**src/tm1638_pkg.sv**
```systemverilog
`default_nettype none

package tm1638_pkg;

    ////////////////////////////////////////////////////////////////////////////
    // timing

    localparam int clk_mhz      = 10;    // system clock of the simulation build
    localparam int sio_half_div = 4;     // clk cycles per sio_clk half period
    localparam int tick_cycles  = 4096;  // slow tick period, longer than a refresh
    localparam int gap_cycles   = 16;    // idle cycles closing each refresh

    localparam int n_digits     = 8;     // digits, leds and keys on the module
    localparam int n_key_bytes  = 4;     // bytes returned by one key scan

    ////////////////////////////////////////////////////////////////////////////
    // TM1638 command bytes

    typedef enum logic [7:0] {
        cmd_write_auto = 8'h40,          // data write, auto increment address
        cmd_read_keys  = 8'h42,          // key scan read
        cmd_addr_zero  = 8'hC0,          // set address to 0
        cmd_display_on = 8'h8F           // display on at full brightness
    } tm_cmd_t;

    typedef enum logic [2:0] {
        st_idle,
        st_mode,
        st_addr,
        st_data,
        st_disp,
        st_read_cmd,
        st_read,
        st_gap
    } ctrl_state_t;

endpackage

`default_nettype wire

```
**src/tick_gen.sv**
```systemverilog
`timescale 1ns/1ps
`default_nettype none

module tick_gen
(
    input  wire  clk,
    input  wire  rst_n,
    output logic tick
);

    logic [$clog2(tm1638_pkg::tick_cycles) - 1:0] cnt;

    always_ff @(posedge clk or negedge rst_n)
    begin
        if (!rst_n)
        begin
            cnt  <= '0;
            tick <= 1'b0;
        end
        else
        begin
            tick <= 1'b0;
            if (int'(cnt) == tm1638_pkg::tick_cycles - 1)
            begin
                cnt  <= '0;
                tick <= 1'b1;                    // one cycle strobe on the wrap
            end
            else
                cnt <= cnt + 1'b1;
        end
    end

endmodule

`default_nettype wire

```
**src/lab_top.sv**
```systemverilog
`timescale 1ns/1ps
`default_nettype none

module lab_top
(
    input  wire        clk,
    input  wire        rst_n,
    input  wire        tick,
    input  wire  [7:0] key,
    output logic [7:0] led,
    output logic [7:0] abcdefgh,
    output logic [7:0] digit
);

    logic [31:0] count;
    logic [ 3:0] nibble;

    always_ff @(posedge clk or negedge rst_n)
    begin
        if (!rst_n)
        begin
            count <= '0;
            digit <= 8'b0000_0001;
            led   <= '0;
        end
        else
        begin
            if (tick)
                count <= count + 1'b1;
            digit <= {digit[tm1638_pkg::n_digits - 2:0], digit[tm1638_pkg::n_digits - 1]};
            led   <= key;                        // keys mirrored one cycle later
        end
    end

    always_comb
    begin
        nibble = '0;
        for (int d = 0; d < tm1638_pkg::n_digits; d++)
        begin
            if (digit[d])
                nibble = nibble | count[4 * d +: 4];   // digit 0 shows the low nibble
        end
    end

    // segments a..g in bits 7..1, dot in bit 0 stays dark
    always_comb
    begin
        case (nibble)
            4'h0:    abcdefgh = 8'b1111_1100;
            4'h1:    abcdefgh = 8'b0110_0000;
            4'h2:    abcdefgh = 8'b1101_1010;
            4'h3:    abcdefgh = 8'b1111_0010;
            4'h4:    abcdefgh = 8'b0110_0110;
            4'h5:    abcdefgh = 8'b1011_0110;
            4'h6:    abcdefgh = 8'b1011_1110;
            4'h7:    abcdefgh = 8'b1110_0000;
            4'h8:    abcdefgh = 8'b1111_1110;
            4'h9:    abcdefgh = 8'b1111_0110;
            4'ha:    abcdefgh = 8'b1110_1110;
            4'hb:    abcdefgh = 8'b0011_1110;
            4'hc:    abcdefgh = 8'b1001_1100;
            4'hd:    abcdefgh = 8'b0111_1010;
            4'he:    abcdefgh = 8'b1001_1110;
            default: abcdefgh = 8'b1000_1110;
        endcase
    end

endmodule

`default_nettype wire

```
**src/tm1638_ctrl.sv**
```systemverilog
`timescale 1ns/1ps
`default_nettype none

module tm1638_ctrl
(
    input  wire        clk,
    input  wire        rst_n,
    output logic       byte_start,
    output logic [7:0] tx_byte,
    output logic       read,
    input  wire        byte_done,
    input  wire  [7:0] rx_byte,
    output logic       sio_stb,
    output logic       frame_load,
    output logic [3:0] data_addr,
    input  wire  [7:0] data_byte,
    output logic       key_wr,
    output logic [1:0] key_idx
);

    tm1638_pkg::ctrl_state_t state;

    logic [1:0] phase;       // 0 open group, 1 issue byte, 2 wait byte, 3 close group
    logic [3:0] byte_cnt;
    logic [4:0] wait_cnt;
    logic       last_byte;

    ////////////////////////////////////////////////////////////////////////////
    // byte selection

    always_comb
    begin
        case (state)
            tm1638_pkg::st_mode:     tx_byte = tm1638_pkg::cmd_write_auto;
            tm1638_pkg::st_addr:     tx_byte = tm1638_pkg::cmd_addr_zero;
            tm1638_pkg::st_data:     tx_byte = data_byte;      // display ram from frame
            tm1638_pkg::st_disp:     tx_byte = tm1638_pkg::cmd_display_on;
            tm1638_pkg::st_read_cmd: tx_byte = tm1638_pkg::cmd_read_keys;
            default:                 tx_byte = 8'hFF;
        endcase
    end

    always_comb
    begin
        case (state)
            tm1638_pkg::st_data: last_byte = int'(byte_cnt) == 2 * tm1638_pkg::n_digits - 1;
            tm1638_pkg::st_read: last_byte = int'(byte_cnt) == tm1638_pkg::n_key_bytes - 1;
            default:             last_byte = 1'b1;
        endcase
    end

    assign read       = state == tm1638_pkg::st_read;
    assign frame_load = state == tm1638_pkg::st_mode && phase == 2'd0;
    assign data_addr  = byte_cnt;
    assign key_wr     = read && phase == 2'd2 && byte_done;    // rx_byte is valid now
    assign key_idx    = byte_cnt[1:0];

    ////////////////////////////////////////////////////////////////////////////
    // refresh sequencer

    always_ff @(posedge clk or negedge rst_n)
    begin
        if (!rst_n)
        begin
            state      <= tm1638_pkg::st_idle;
            phase      <= 2'd0;
            byte_cnt   <= '0;
            wait_cnt   <= '0;
            byte_start <= 1'b0;
            sio_stb    <= 1'b1;
        end
        else
        begin
            byte_start <= 1'b0;
            case (state)
                tm1638_pkg::st_idle:
                    state <= tm1638_pkg::st_mode;
                tm1638_pkg::st_gap:
                begin
                    wait_cnt <= wait_cnt + 1'b1;
                    if (int'(wait_cnt) == tm1638_pkg::gap_cycles - 1)
                    begin
                        wait_cnt <= '0;
                        phase    <= 2'd0;
                        state    <= tm1638_pkg::st_mode;
                    end
                end
                default:
                begin
                    case (phase)
                        2'd0:
                        begin
                            sio_stb <= 1'b0;           // open the strobe group
                            phase   <= 2'd1;
                        end
                        2'd1:
                        begin
                            byte_start <= 1'b1;
                            phase      <= 2'd2;
                        end
                        2'd2:
                        begin
                            if (byte_done && !last_byte)
                            begin
                                byte_cnt <= byte_cnt + 1'b1;
                                phase    <= 2'd1;
                            end
                            else if (byte_done)
                            begin
                                byte_cnt <= '0;
                                case (state)
                                    tm1638_pkg::st_addr:
                                    begin
                                        state <= tm1638_pkg::st_data;
                                        phase <= 2'd1;
                                    end
                                    tm1638_pkg::st_read_cmd:
                                    begin
                                        state <= tm1638_pkg::st_read;
                                        phase <= 2'd1;
                                    end
                                    default:
                                        phase <= 2'd3;
                                endcase
                            end
                        end
                        default:
                        begin
                            // strobe low for one bit time, then high for one more
                            wait_cnt <= wait_cnt + 1'b1;
                            if (int'(wait_cnt) == 2 * tm1638_pkg::sio_half_div - 1)
                                sio_stb <= 1'b1;
                            if (int'(wait_cnt) == 4 * tm1638_pkg::sio_half_div - 1)
                            begin
                                wait_cnt <= '0;
                                phase    <= 2'd0;
                                case (state)
                                    tm1638_pkg::st_mode: state <= tm1638_pkg::st_addr;
                                    tm1638_pkg::st_data: state <= tm1638_pkg::st_disp;
                                    tm1638_pkg::st_disp: state <= tm1638_pkg::st_read_cmd;
                                    default:             state <= tm1638_pkg::st_gap;
                                endcase
                            end
                        end
                    endcase
                end
            endcase
        end
    end

endmodule

`default_nettype wire

```
**src/tm1638_shifter.sv**
```systemverilog
`timescale 1ns/1ps
`default_nettype none

module tm1638_shifter
(
    input  wire        clk,
    input  wire        rst_n,
    input  wire        byte_start,
    input  wire  [7:0] tx_byte,
    input  wire        read,
    output logic       byte_done,
    output logic [7:0] rx_byte,
    output logic       sio_clk,
    output logic       sio_dout,
    output logic       sio_oe,
    input  wire        sio_din
);

    logic [$clog2(tm1638_pkg::sio_half_div) - 1:0] div_cnt;
    logic [2:0] bit_cnt;
    logic [7:0] shreg;
    logic       busy;
    logic       rd_mode;
    logic       div_done;

    assign div_done = int'(div_cnt) == tm1638_pkg::sio_half_div - 1;
    assign rx_byte  = shreg;                     // holds the full read byte at byte_done

    always_ff @(posedge clk or negedge rst_n)
    begin
        if (!rst_n)
        begin
            busy      <= 1'b0;
            rd_mode   <= 1'b0;
            div_cnt   <= '0;
            bit_cnt   <= '0;
            byte_done <= 1'b0;
            sio_clk   <= 1'b1;
            sio_dout  <= 1'b1;
            sio_oe    <= 1'b0;
        end
        else
        begin
            byte_done <= 1'b0;
            if (byte_start)
            begin
                busy     <= 1'b1;
                rd_mode  <= read;
                div_cnt  <= '0;
                bit_cnt  <= '0;
                sio_clk  <= 1'b0;
                sio_oe   <= !read;
                sio_dout <= read ? 1'b1 : tx_byte[0];   // bit 0 goes out with the fall
            end
            else if (busy && !div_done)
                div_cnt <= div_cnt + 1'b1;
            else if (busy)
            begin
                div_cnt <= '0;
                if (!sio_clk)
                    sio_clk <= 1'b1;             // device samples here
                else if (bit_cnt == 3'd7)
                begin
                    busy      <= 1'b0;
                    byte_done <= 1'b1;
                    sio_oe    <= 1'b0;
                    sio_dout  <= 1'b1;
                end
                else
                begin
                    sio_clk <= 1'b0;
                    bit_cnt <= bit_cnt + 1'b1;
                    if (!rd_mode)
                        sio_dout <= shreg[1];    // next bit, lsb first
                end
            end
        end
    end

    always_ff @(posedge clk)
    begin
        if (byte_start)
            shreg <= tx_byte;
        else if (busy && div_done && !sio_clk && rd_mode)
            shreg <= {sio_din, shreg[7:1]};      // capture on the rising edge of sio_clk
        else if (busy && div_done && sio_clk && !rd_mode)
            shreg <= {1'b1, shreg[7:1]};
    end

endmodule

`default_nettype wire

```
**src/tm1638_frame.sv**
```systemverilog
`timescale 1ns/1ps
`default_nettype none

module tm1638_frame
(
    input  wire        clk,
    input  wire        rst_n,
    input  wire  [7:0] hgfedcba,
    input  wire  [7:0] digit,
    input  wire  [7:0] led,
    input  wire        frame_load,
    input  wire  [3:0] data_addr,
    output logic [7:0] data_byte
);

    logic [7:0] slot     [tm1638_pkg::n_digits];
    logic [7:0] snap_seg [tm1638_pkg::n_digits];
    logic [7:0] snap_led;

    always_ff @(posedge clk or negedge rst_n)
    begin
        if (!rst_n)
        begin
            for (int d = 0; d < tm1638_pkg::n_digits; d++)
            begin
                slot[d]     <= '0;
                snap_seg[d] <= '0;
            end
            snap_led <= '0;
        end
        else
        begin
            for (int d = 0; d < tm1638_pkg::n_digits; d++)
            begin
                if (digit[d])
                    slot[d] <= hgfedcba;         // catch the scanned digit
                if (frame_load)
                    snap_seg[d] <= slot[d];
            end
            if (frame_load)
                snap_led <= led;
        end
    end

    // even addresses carry segments, odd addresses carry one led in bit 0
    assign data_byte = data_addr[0] ? {7'b0, snap_led[data_addr[3:1]]}
                                    : snap_seg[data_addr[3:1]];

endmodule

`default_nettype wire

```
**src/tm1638_keys.sv**
```systemverilog
`timescale 1ns/1ps
`default_nettype none

module tm1638_keys
(
    input  wire        clk,
    input  wire        rst_n,
    input  wire        key_wr,
    input  wire  [1:0] key_idx,
    input  wire  [7:0] rx_byte,
    output logic [7:0] tm_key
);

    logic [7:0] scan;
    logic [7:0] scan_next;

    always_comb
    begin
        scan_next = scan;
        scan_next[{1'b0, key_idx}] = rx_byte[0];    // keys 0 to 3
        scan_next[{1'b1, key_idx}] = rx_byte[4];    // keys 4 to 7
    end

    always_ff @(posedge clk)
    begin
        if (key_wr)
            scan <= scan_next;
    end

    always_ff @(posedge clk or negedge rst_n)
    begin
        if (!rst_n)
            tm_key <= '0;
        else if (key_wr && int'(key_idx) == tm1638_pkg::n_key_bytes - 1)
            tm_key <= scan_next;                 // publish the whole scan at once
    end

endmodule

`default_nettype wire

```
**src/board_top.sv**
```systemverilog
`timescale 1ns/1ps
`default_nettype none

module board_top
(
    input  wire clk,
    input  wire rst_n,
    output wire sio_stb,
    output wire sio_clk,
    output wire sio_dout,
    output wire sio_oe,
    input  wire sio_din
);

    wire       tick;
    wire [7:0] tm_key;
    wire [7:0] lab_led;
    wire [7:0] lab_digit;
    wire [7:0] abcdefgh;
    wire [7:0] hgfedcba;

    wire       byte_start;
    wire [7:0] tx_byte;
    wire       read;
    wire       byte_done;
    wire [7:0] rx_byte;
    wire       frame_load;
    wire [3:0] data_addr;
    wire [7:0] data_byte;
    wire       key_wr;
    wire [1:0] key_idx;

    ////////////////////////////////////////////////////////////////////////////
    // demo side

    tick_gen i_tick_gen (.clk(clk), .rst_n(rst_n), .tick(tick));

    lab_top i_lab_top
    (
        .clk      ( clk       ),
        .rst_n    ( rst_n     ),
        .tick     ( tick      ),
        .key      ( tm_key    ),
        .led      ( lab_led   ),
        .abcdefgh ( abcdefgh  ),
        .digit    ( lab_digit )
    );

    // the module expects segment a in bit 0
    for (genvar i = 0; i < 8; i++)
    begin : g_rev
        assign hgfedcba[i] = abcdefgh[7 - i];
    end

    ////////////////////////////////////////////////////////////////////////////
    // TM1638 controller

    tm1638_ctrl i_ctrl
    (
        .clk        ( clk        ),
        .rst_n      ( rst_n      ),
        .byte_start ( byte_start ),
        .tx_byte    ( tx_byte    ),
        .read       ( read       ),
        .byte_done  ( byte_done  ),
        .rx_byte    ( rx_byte    ),
        .sio_stb    ( sio_stb    ),
        .frame_load ( frame_load ),
        .data_addr  ( data_addr  ),
        .data_byte  ( data_byte  ),
        .key_wr     ( key_wr     ),
        .key_idx    ( key_idx    )
    );

    tm1638_shifter i_shifter
    (
        .clk        ( clk        ),
        .rst_n      ( rst_n      ),
        .byte_start ( byte_start ),
        .tx_byte    ( tx_byte    ),
        .read       ( read       ),
        .byte_done  ( byte_done  ),
        .rx_byte    ( rx_byte    ),
        .sio_clk    ( sio_clk    ),
        .sio_dout   ( sio_dout   ),
        .sio_oe     ( sio_oe     ),
        .sio_din    ( sio_din    )
    );

    tm1638_frame i_frame
    (
        .clk        ( clk        ),
        .rst_n      ( rst_n      ),
        .hgfedcba   ( hgfedcba   ),
        .digit      ( lab_digit  ),
        .led        ( lab_led    ),
        .frame_load ( frame_load ),
        .data_addr  ( data_addr  ),
        .data_byte  ( data_byte  )
    );

    tm1638_keys i_keys
    (
        .clk        ( clk        ),
        .rst_n      ( rst_n      ),
        .key_wr     ( key_wr     ),
        .key_idx    ( key_idx    ),
        .rx_byte    ( rx_byte    ),
        .tm_key     ( tm_key     )
    );

endmodule

`default_nettype wire

```
**config.mk**
```make
export PLATFORM = sky130hd
export DESIGN_NAME = board_top
export DESIGN_NICKNAME = d
export VERILOG_FILES = /design/src/tm1638_pkg.sv /design/src/tick_gen.sv /design/src/lab_top.sv /design/src/tm1638_ctrl.sv /design/src/tm1638_shifter.sv /design/src/tm1638_frame.sv /design/src/tm1638_keys.sv /design/src/board_top.sv
export SDC_FILE = /design/constraint.sdc
export NUM_CORES = 1
export LEC_CHECK = 0
export BUFFER_PORTS_ARGS = -buffer_cell sky130_fd_sc_hd__buf_2
export CORE_ASPECT_RATIO = 0.7
export CORE_MARGIN = 3
export CORE_UTILIZATION = 55
export CTS_CLUSTER_SIZE = 14
export DETAILED_ROUTE_END_ITERATION = 10
export GPL_TIMING_DRIVEN = 1
export PLACE_DENSITY = 0.69
export SLEW_MARGIN = 20
export SYNTH_ARGS = -nofsm -noshare
export SYNTH_HDL_FRONTEND = slang
export SYNTH_HIERARCHICAL = 1
export SYNTH_SLANG_ARGS = --single-unit
```
**constraint.sdc**
```tcl
create_clock -name clk -period 4.96 [get_ports clk]
set_input_delay 0.248 -clock clk [delete_from_list [all_inputs] [get_ports clk]]
set_output_delay 0.248 -clock clk [all_outputs]
set_load 0.1 [all_outputs]
```
==> results of run 1 <==
==> power by group through the flow <==
stage / combinational [µW] / sequential, µW / clock (µW)
after floorplan: 1.12 / 2060 / 0
after detailed placement: 42.5 / 2060 / 0
after global routing: 48.3 / 2020 / 1820
final: 40.5 / 2020 / 1690
after global placement: 41.0 / 2060 / 0
after CTS: 43.6 / 2020 / 1730
==> metrics by stage <==
step	total power [µW]	utilization (%)	hold slack [ns]	worst slack [ns]	std cells
floorplan	2060	-	-0.0476	2.75	813
global placement	2100	58.5	0.356	2.13	1048
detailed placement	2100	58.5	0.358	1.97	1048
CTS	3800	62.2	0.142	1.96	1089
global route	3890	62.2	0.175	1.72	1089
finish	3750	62.2	0.180	1.93	1089
==> critical path, delay by kind of cell, from the launching register on <==
kind | cells | cell delay [ns]
buffers and inverters | 1 | 0.12
AO/OA/AOI/OAI | 2 | 0.92
multiplexers | 2 | 0.56
adder cells (fa/ha/maj) | 1 | 0.33
AND/OR/NAND/NOR | 1 | 0.36
flip-flops | 1 | 0.66
==> logic make-up (layout without fill, tap and decap cells) <==
kind of cell    count (synthesis)  count (layout)  synth area share [%]
mux                           194             194                  21.4
other cells                     1               1                0.0335
simple gates                  172             172                  9.50
flops                         246             246                  55.6
fa+ha+maj                      19              19                  2.12
buf+inv                        56              68                  2.74
xor+xnor                       41              41                  3.21
compound gates                 84              84                  5.33
==> per-layer routing <==
metal  part of all wire (%)  up-vias  routed length (µm)  global-route usage [%]
li1                       -     2948                   -                       -
met1                     49     3383               11100                    34.1
met2                     44      164               10000                    31.3
met3                    5.2       28                1170                    3.91
met4                    1.4        0                 323                    4.06
met5                      0        -                   0                       0
==> what timing repair did <==
action / CTS / global route
resized for setup: 0 / 0
hold buffers: 1 / 0
endpoints found under the hold margin: 122 / 0
==> sequential cells by signal, summed over array words and instances, names as in the netlist, 3 cells and up <==
name               cells
i_ctrl/wait_cnt        5
i_ctrl/data_addr       4
i_keys/tm_key          8
i_lab_top/count       32
i_frame/snap_led       8
i_shifter/bit_cnt      3
i_frame/snap_seg      64
i_lab_top/digit        8
i_lab_top/led          8
i_ctrl/state           3
i_tick_gen/cnt        12
i_frame/slot          64
i_shifter/rx_byte      8
i_keys/scan            6
==> final cells by class <==
class | count | area (µm²) | area share (%)
Multi-Input combinational cell | 511 | 4670 | 38.6
Tap cell | 264 | 330 | 2.73
Clock inverter | 7 | 73.8 | 0.610
Sequential cell | 246 | 6230 | 51.5
Inverter | 18 | 67.6 | 0.558
Clock buffer | 33 | 644 | 5.33
Timing Repair Buffer | 10 | 85.1 | 0.703
==> how the worst min path moves through the flow <==
| stage | endpoint | from | slack [ns] |
|---|---|---|---|
| floorplan | i_ctrl/byte_start$_DFF_PN0_ | rst_n | -0.05 |
| CTS | i_shifter/rx_byte[7]$_DFFE_PP_ | sio_din | 0.14 |
| detailed placement | i_lab_top/led[0]$_DFF_PN0_ | i_keys/tm_key[0]$_DFFE_PN0P_ | 0.36 |
| global placement | i_lab_top/led[3]$_DFF_PN0_ | i_keys/tm_key[3]$_DFFE_PN0P_ | 0.36 |
| global route | i_shifter/rx_byte[7]$_DFFE_PP_ | sio_din | 0.17 |
| finish | i_shifter/rx_byte[7]$_DFFE_PP_ | sio_din | 0.18 |
==> placed cells by master, fill, tap and decap left out, drive strengths merged, types with 3 or more instances in the layout <==
cell / instances
a22oi: 19
nor3b: 4
clkbuf: 33
nand2: 30
mux4: 18
and3: 8
o21ai: 16
xor2: 18
nor2b: 3
inv: 18
a21oi: 19
mux2: 162
dfstp: 4
nand3b: 4
nor3: 8
edfxtp: 14
nor2: 39
nand3: 21
o21bai: 3
nand4: 18
mux2i: 14
buf: 9
xnor2: 23
ha: 19
or3: 5
or2: 4
and4: 7
dfrtp: 228
a2bb2oi: 4
nand2b: 9
clkinv: 5
o31ai: 3
==> metrics.md, run 1 <==
| Metric | Value |
|---|---|
| Core area | ~19000 µm² |
| Max-cap violations | 0 |
| Worst hold stages | 3 |
| Global-route wire length before repair | about 38000 µm |
| Most frequent cell after synthesis | dfrtp_1 |
| Clock power frac | 45.0% |
| Slowest-stage cell, CP | dfrtp_1 |
| Worst-path clk slew | approximately 0.06 ns |
| DIE HEIGHT | ~130 µm |
| Die area | 22100 µm² |
| Setup Crit Path Kind | reg -> reg |
| Layout fillers | 1485 |
| Post-CTS setup buffers | 0 |
| Overall routed net length | between 20000 and 25000 µm |
| Slew Viols, Final | 0 |
| Pint | just under 3000 µW |
| Pleak | 0.00559 µW |
| Register-to-Register Path Depth | 7 |
| Outcome | finished, final reports clean |
| Area Overhead vs Synth | 8.03% |
| Ports | 7 |
| Max Root-Sink Buffers | 3 |
| Mapped Cells | 813 |
| Arr. time, crit path | approximately 3.5 ns |
| Synth cell types | between 70 and 80 |
| Final worst-path cycle share | 61.0% |
| Max Clk Rate | between 300 and 400 MHz |
| Crit Path Max Fanout | 13 |
| Crit path top cell by count | mux2_2 |
| Psw | 766 µW |
| First-pass DRT Iterations | 5 |
| Crit path time final | between 3 and 4 ns |
| Row count | 42 |
| Flop-to-flop setup slack | about 1.9 ns |
| Largest net degree at the start of global routing | 126 |
| Via density | between 5 and 6 |
| Number of inserted diodes | 0 |
| Vias in the first global route | ~6800 |
| Starting density of the core | a little under three fifths |
| Mapped Nets | around 840 |
| Warnings, synthesis | 6 |
| Placer congestion estimate | 0.868 |
| Fin area | ~12000 µm² |
| H-tree depth | 1 |
| Final setup vio count | 0 |
| Unrepaired setup endpoints after global routing | no |
| Sinks on Clock Net | about 250 |
| Register bit total from synthesis | between 200 and 250 |
| R2R Path End | i_frame/slot[27]$_DFFE_PN0P_ |
| Total congestion overflow | 0 |
| Fin nets | about 830 |
| Worst-Skew Late Latency | 0.52 ns |
| Total GRT Usage | 21.5% |
| Reg2reg start | i_lab_top/digit[5]$_DFF_PN0_ |
| Remaining antenna violation count | 0 |
| Sequential Power Share | a little over half |
| CTS tree | done |
| Port-buffer cells | 6 |
| Synth top cells by count | dfrtp_1 (228), mux2_2 (153), nor2_1 (39) |
| WP data required | 5.40 ns |
| Initial DRC count | approximately 500 |
| Hpwl dp | between 15000 and 20000 µm |
| Setup TNS | 0 ns |
| CTS Buf Count | 24 |
| Setup crit end kind | flop |
| Share of the synthesized area in the top cell type | about half |
| Slew HR | ~29% |
| CP Launch Type | flop |
| Power Density | 310 nW/µm² |
| Most area-hungry cell type in the Yosys netlist | dfrtp_1 |
| DP Area | 11400 µm² |
| Initial antenna violation count | 0 |
| Mapped Area | between 10000 and 15000 µm² |
| Max incr delay on CP | roughly 0.66 ns |
| Cells traversed along the worst timing path | a22oi_1, and4_1, inv_1, ha_1, mux2_2, o21ai_0, mux2_2 |
| Worst slew pin tran | 1.07 ns |
| Die width | between 150 and 200 µm |
| Clock Skews | approximately 0.019 ns |
| Comb pwr share | between 1 and 1.5% |
| Peak VDD IR | roughly 290 µV |
| DR WL/cell | 20.8 µm |
| Seq/Total Area, Yosys | approximately 56% |
| Class of the tightest hold or removal check | in -> reg |
| Syn avg cell area | 13.8 µm² |
| Number of synthesized flops with an enable pin | 14 |
| Layout cells sized above 1 | 28.8% |
| Worst Setup SP | i_lab_top/digit[5]$_DFF_PN0_ |
| Synth area leaders | dfrtp_1 (51%), mux2_2 (15%), edfxtp_1 (3.8%), ha_1 (2.1%), mux4_2 (2.0%) |
| Final hold vios | 0 |
| Worst Setup EP | i_frame/slot[27]$_DFFE_PN0P_ |
| Async SR Flop Fraction | between 90 and 100% |
| Post-synth top flop | dfrtp_1 |
| Residual DRC | 0 |
| Via count | between 6000 and 7000 |
| Sw Share | 20.4% |
| Root Buffer | clkbuf_16 |
Note: power is estimated with default switching activity, not from simulation.
==> run 2, diff against run 1 <==
--- a/config.mk
+++ b/config.mk
@@ -12,7 +12,7 @@
 export CTS_CLUSTER_SIZE = 14
 export DETAILED_ROUTE_END_ITERATION = 10
 export GPL_TIMING_DRIVEN = 1
-export PLACE_DENSITY = 0.69
+export PLACE_DENSITY = 0.71
 export SLEW_MARGIN = 20
 export SYNTH_ARGS = -nofsm -noshare
 export SYNTH_HDL_FRONTEND = slang
==> constraint.sdc (replaced) <==
create_clock -name clk -period 2.7 [get_ports clk]
set_input_delay 0.135 -clock clk [delete_from_list [all_inputs] [get_ports clk]]
set_output_delay 0.135 -clock clk [all_outputs]
set_load 0.1 [all_outputs]
==> run 2 against run 1 <==
  * Sequential share of layout area fell by 1.4 points
  * Clock power rose by 96%
  * Non-clock buffer count rose by 28
  * Fmax rose by 26%
  * Sequential power rose by 84%
  * Core utilization rose by 1.7 points
  * Largest cell class unchanged
  * Largest power group unchanged
==> metrics.md, run 2 (same netlist as run 1, synthesis figures left out) <==
| Metric | Value |
|---|---|
| Outcome | finished, final reports clean (unchanged) |
| Psw | 1410 µW (was 766 µW) |
| Max incr delay on CP | 0.54 ns (was 0.66 ns) |
| Worst Setup SP | i_lab_top/count[2]$_DFFE_PN0P_ (was i_lab_top/digit[5]$_DFF_PN0_) |
| Layout cells sized above 1 | 31.7% (was 28.8%) |
| Die width | 177 µm (unchanged) |
| Setup crit end kind | flop (unchanged) |
| Regs by FF count | i_frame/slot (64), i_frame/snap_seg (64), i_lab_top/count (32) (unchanged) |
| DR WL/cell | 19.8 µm (was 20.8 µm) |
| Vias in the first global route | 6711 (was 6785) |
| First-pass DRT Iterations | 6 (was 5) |
| Core area | 19400 µm² (unchanged) |
| Initial DRC count | 752 (was 511) |
| Ports | 7 (unchanged) |
| Crit Path Max Fanout | 11 (was 13) |
| Slew HR | 37.9% (was 28.9%) |
| Commonest cells after routing, fill and taps aside | dfrtp_1 (228), mux2_2 (153), nor2_1 (39) (unchanged) |
| Peak VDD IR | 397 µV (was 288 µV) |
| DIE HEIGHT | 125 µm (unchanged) |
| Total congestion overflow | 0 (unchanged) |
| Reg2reg start | i_lab_top/count[2]$_DFFE_PN0P_ (was i_lab_top/digit[5]$_DFF_PN0_) |
| Via count | 6731 (was 6523) |
| Setup Crit Path Kind | reg -> reg (unchanged) |
| Die area | 22100 µm² (unchanged) |
| Max-cap violations | 0 (unchanged) |
| Final Core Density | 63.9% (was 62.2%) |
| Worst-path clk slew | 0.06 ns (about the same) |
| Slowest-stage cell, CP | a2bb2oi_1 (was dfrtp_1) |
| Remaining antenna violation count | 0 (unchanged) |
| WP data required | 3.14 ns (was 5.40 ns) |
| Max Clk Rate | 415 MHz (was 330 MHz) |
| Unrepaired setup endpoints after global routing | no (unchanged) |
| Multi-input logic area | 4670 µm² (unchanged) |
| Layout fillers | 1407 (was 1485) |
| Total GRT Usage | 20.6% (was 21.5%) |
| Clock Skews | 0.0210 ns (was 0.0191 ns) |
| Row count | 42 (unchanged) |
| Area Overhead vs Synth | 11.0% (was 8.03%) |
| Number of inserted diodes | 0 (unchanged) |
| Sw Share | 19.8% (was 20.4%) |
| Final setup vio count | 0 (unchanged) |
| Placer congestion estimate | 0.911 (was 0.868) |
| Arr. time, crit path | 2.85 ns (was 3.47 ns) |
| Port-buffer cells | 6 (unchanged) |
| Via density | 6.01 (was 5.99) |
| Residual DRC | 0 (unchanged) |
| H-tree depth | 1 (unchanged) |
| Overall routed net length | 22100 µm (was 22600 µm) |
| Final hold vios | 0 (unchanged) |
| Crit path time final | 2.41 ns (was 3.03 ns) |
| Pleak | 0.00579 µW (was 0.00559 µW) |
| Post_cts resized | 0 (unchanged) |
| Power Density | 573 nW/µm² (was 310 nW/µm²) |
| Global-route wire length before repair | 37000 µm (was 38000 µm) |
| Class of the tightest hold or removal check | in -> reg (unchanged) |
| Sinks on Clock Net | 246 (unchanged) |
| Reg area | 6230 µm² (unchanged) |
| Hpwl dp | 15100 µm (about the same) |
| Worst slew pin tran | 0.932 ns (was 1.07 ns) |
| CP Launch Type | flop (unchanged) |
| Max Root-Sink Buffers | 3 (unchanged) |
| Root Buffer | clkbuf_16 (unchanged) |
| CTS Buf Count | 25 (was 24) |
| Clock power frac | 46.7% (was 45.0%) |
| Cells traversed along the worst timing path | a22oi_1, nand4_1, and2_1, a2bb2oi_1, mux2_2 (was a22oi_1, and4_1, inv_1, ha_1, mux2_2, o21ai_0, mux2_2) |
| Worst-Skew Late Latency | 0.52 ns (about the same) |
| Starting density of the core | 57.6% (unchanged) |
| Initial antenna violation count | 0 (unchanged) |
| Fin nets | 862 (was 833) |
| Most common cell after layout, fill and taps aside | dfrtp_1 (unchanged) |
| CTS tree | done (unchanged) |
| Final worst-path cycle share | 89.3% (was 61.0%) |
| Hold_sp | sio_din (unchanged) |
| Pint | 5710 µW (was 2980 µW) |
| Sequential Power Share | 52.2% (was 53.9%) |
| Largest net degree at the start of global routing | 100 (was 126) |
| Slew Viols, Final | 0 (unchanged) |
| Comb pwr share | 1.1% (about the same) |
| Setup TNS | 0 ns (unchanged) |
run 2: cell types whose count changed in the layout (fill, tap and decap cells not counted), moves of 2 or more:
cell / before / now
clkbuf_1: 8 / 6
clkbuf_8: 1 / 7
buf_4: 2 / 27
buf_12: 1 / 4
run 2: path summary, 6_finish.rpt:
check                           depth (start not counted)                               end  slack [ns]
worst max-delay path                                    5      i_frame/slot[26]$_DFFE_PN0P_        0.29
worst min-delay path                                    3    i_shifter/rx_byte[7]$_DFFE_PP_        0.04
worst max register to register                          5      i_frame/slot[26]$_DFFE_PN0P_        0.29
worst min register to register                          0        i_lab_top/led[7]$_DFF_PN0_        0.37
max in group asynchronous                               3  i_frame/snap_seg[62]$_DFFE_PN0P_        1.61
min in group asynchronous                               2       i_tick_gen/cnt[2]$_DFF_PN0_        0.23
run 2: cell type report:
cell class	instances	share of cell area [%]
clock buffers	38	5.99
clock inverters	5	0.433
inverters	18	0.544
multi-input cells	511	37.5
repair buffers	38	2.68
flip-flops and latches	246	50.1
well taps	264	2.66
run 2: worst max-delay path: cells and delay by family, from the launching register on:
| family | cells | cell delay, ns |
|---|---|---|
| AO/OA/AOI/OAI | 2 | 0.78 |
| flip-flops | 1 | 0.46 |
| multiplexers | 1 | 0.28 |
| AND/OR/NAND/NOR | 2 | 0.82 |
run 2: power by group through the flow:
stage	combinational [µW]	sequential (µW)	clock [µW]
final	80.1	3710	3320
after global routing	95.5	3710	3570
after CTS	85.6	3710	3420
after detailed placement	83.9	3780	0
after global placement	80.3	3780	0
after floorplan	2.06	3780	0
run 2: repair_timing:
item	4_1_cts	5_1_grt
setup buffers	0	0
endpoints found under the setup margin	0	0
hold buffers	1	0
hold endpoints to repair	93	0
run 2: per-stage QoR:
step	hold slack [ns]	setup slack, ns	cells	total power [µW]	instance area [µm²]
2_1_floorplan	-0.161	0.495	813	3780	11200
3_3_place_gp	0.212	0.490	1076	3860	11600
3_5_place_dp	0.222	0.377	1076	3860	11600
4_1_cts	0.0230	0.331	1120	7220	12400
5_1_grt	0.0679	0.103	1120	7370	12400
6_report	0.0416	0.290	1120	7110	12400
run 2: per-layer routing:
layer	GRT usage (%)	up-vias	share of wire [%]
met3	3.61	30	4.9
li1	-	3035	-
met2	30.0	154	45
met4	3.69	0	1.5
met1	33.1	3512	49
met5	0	-	0
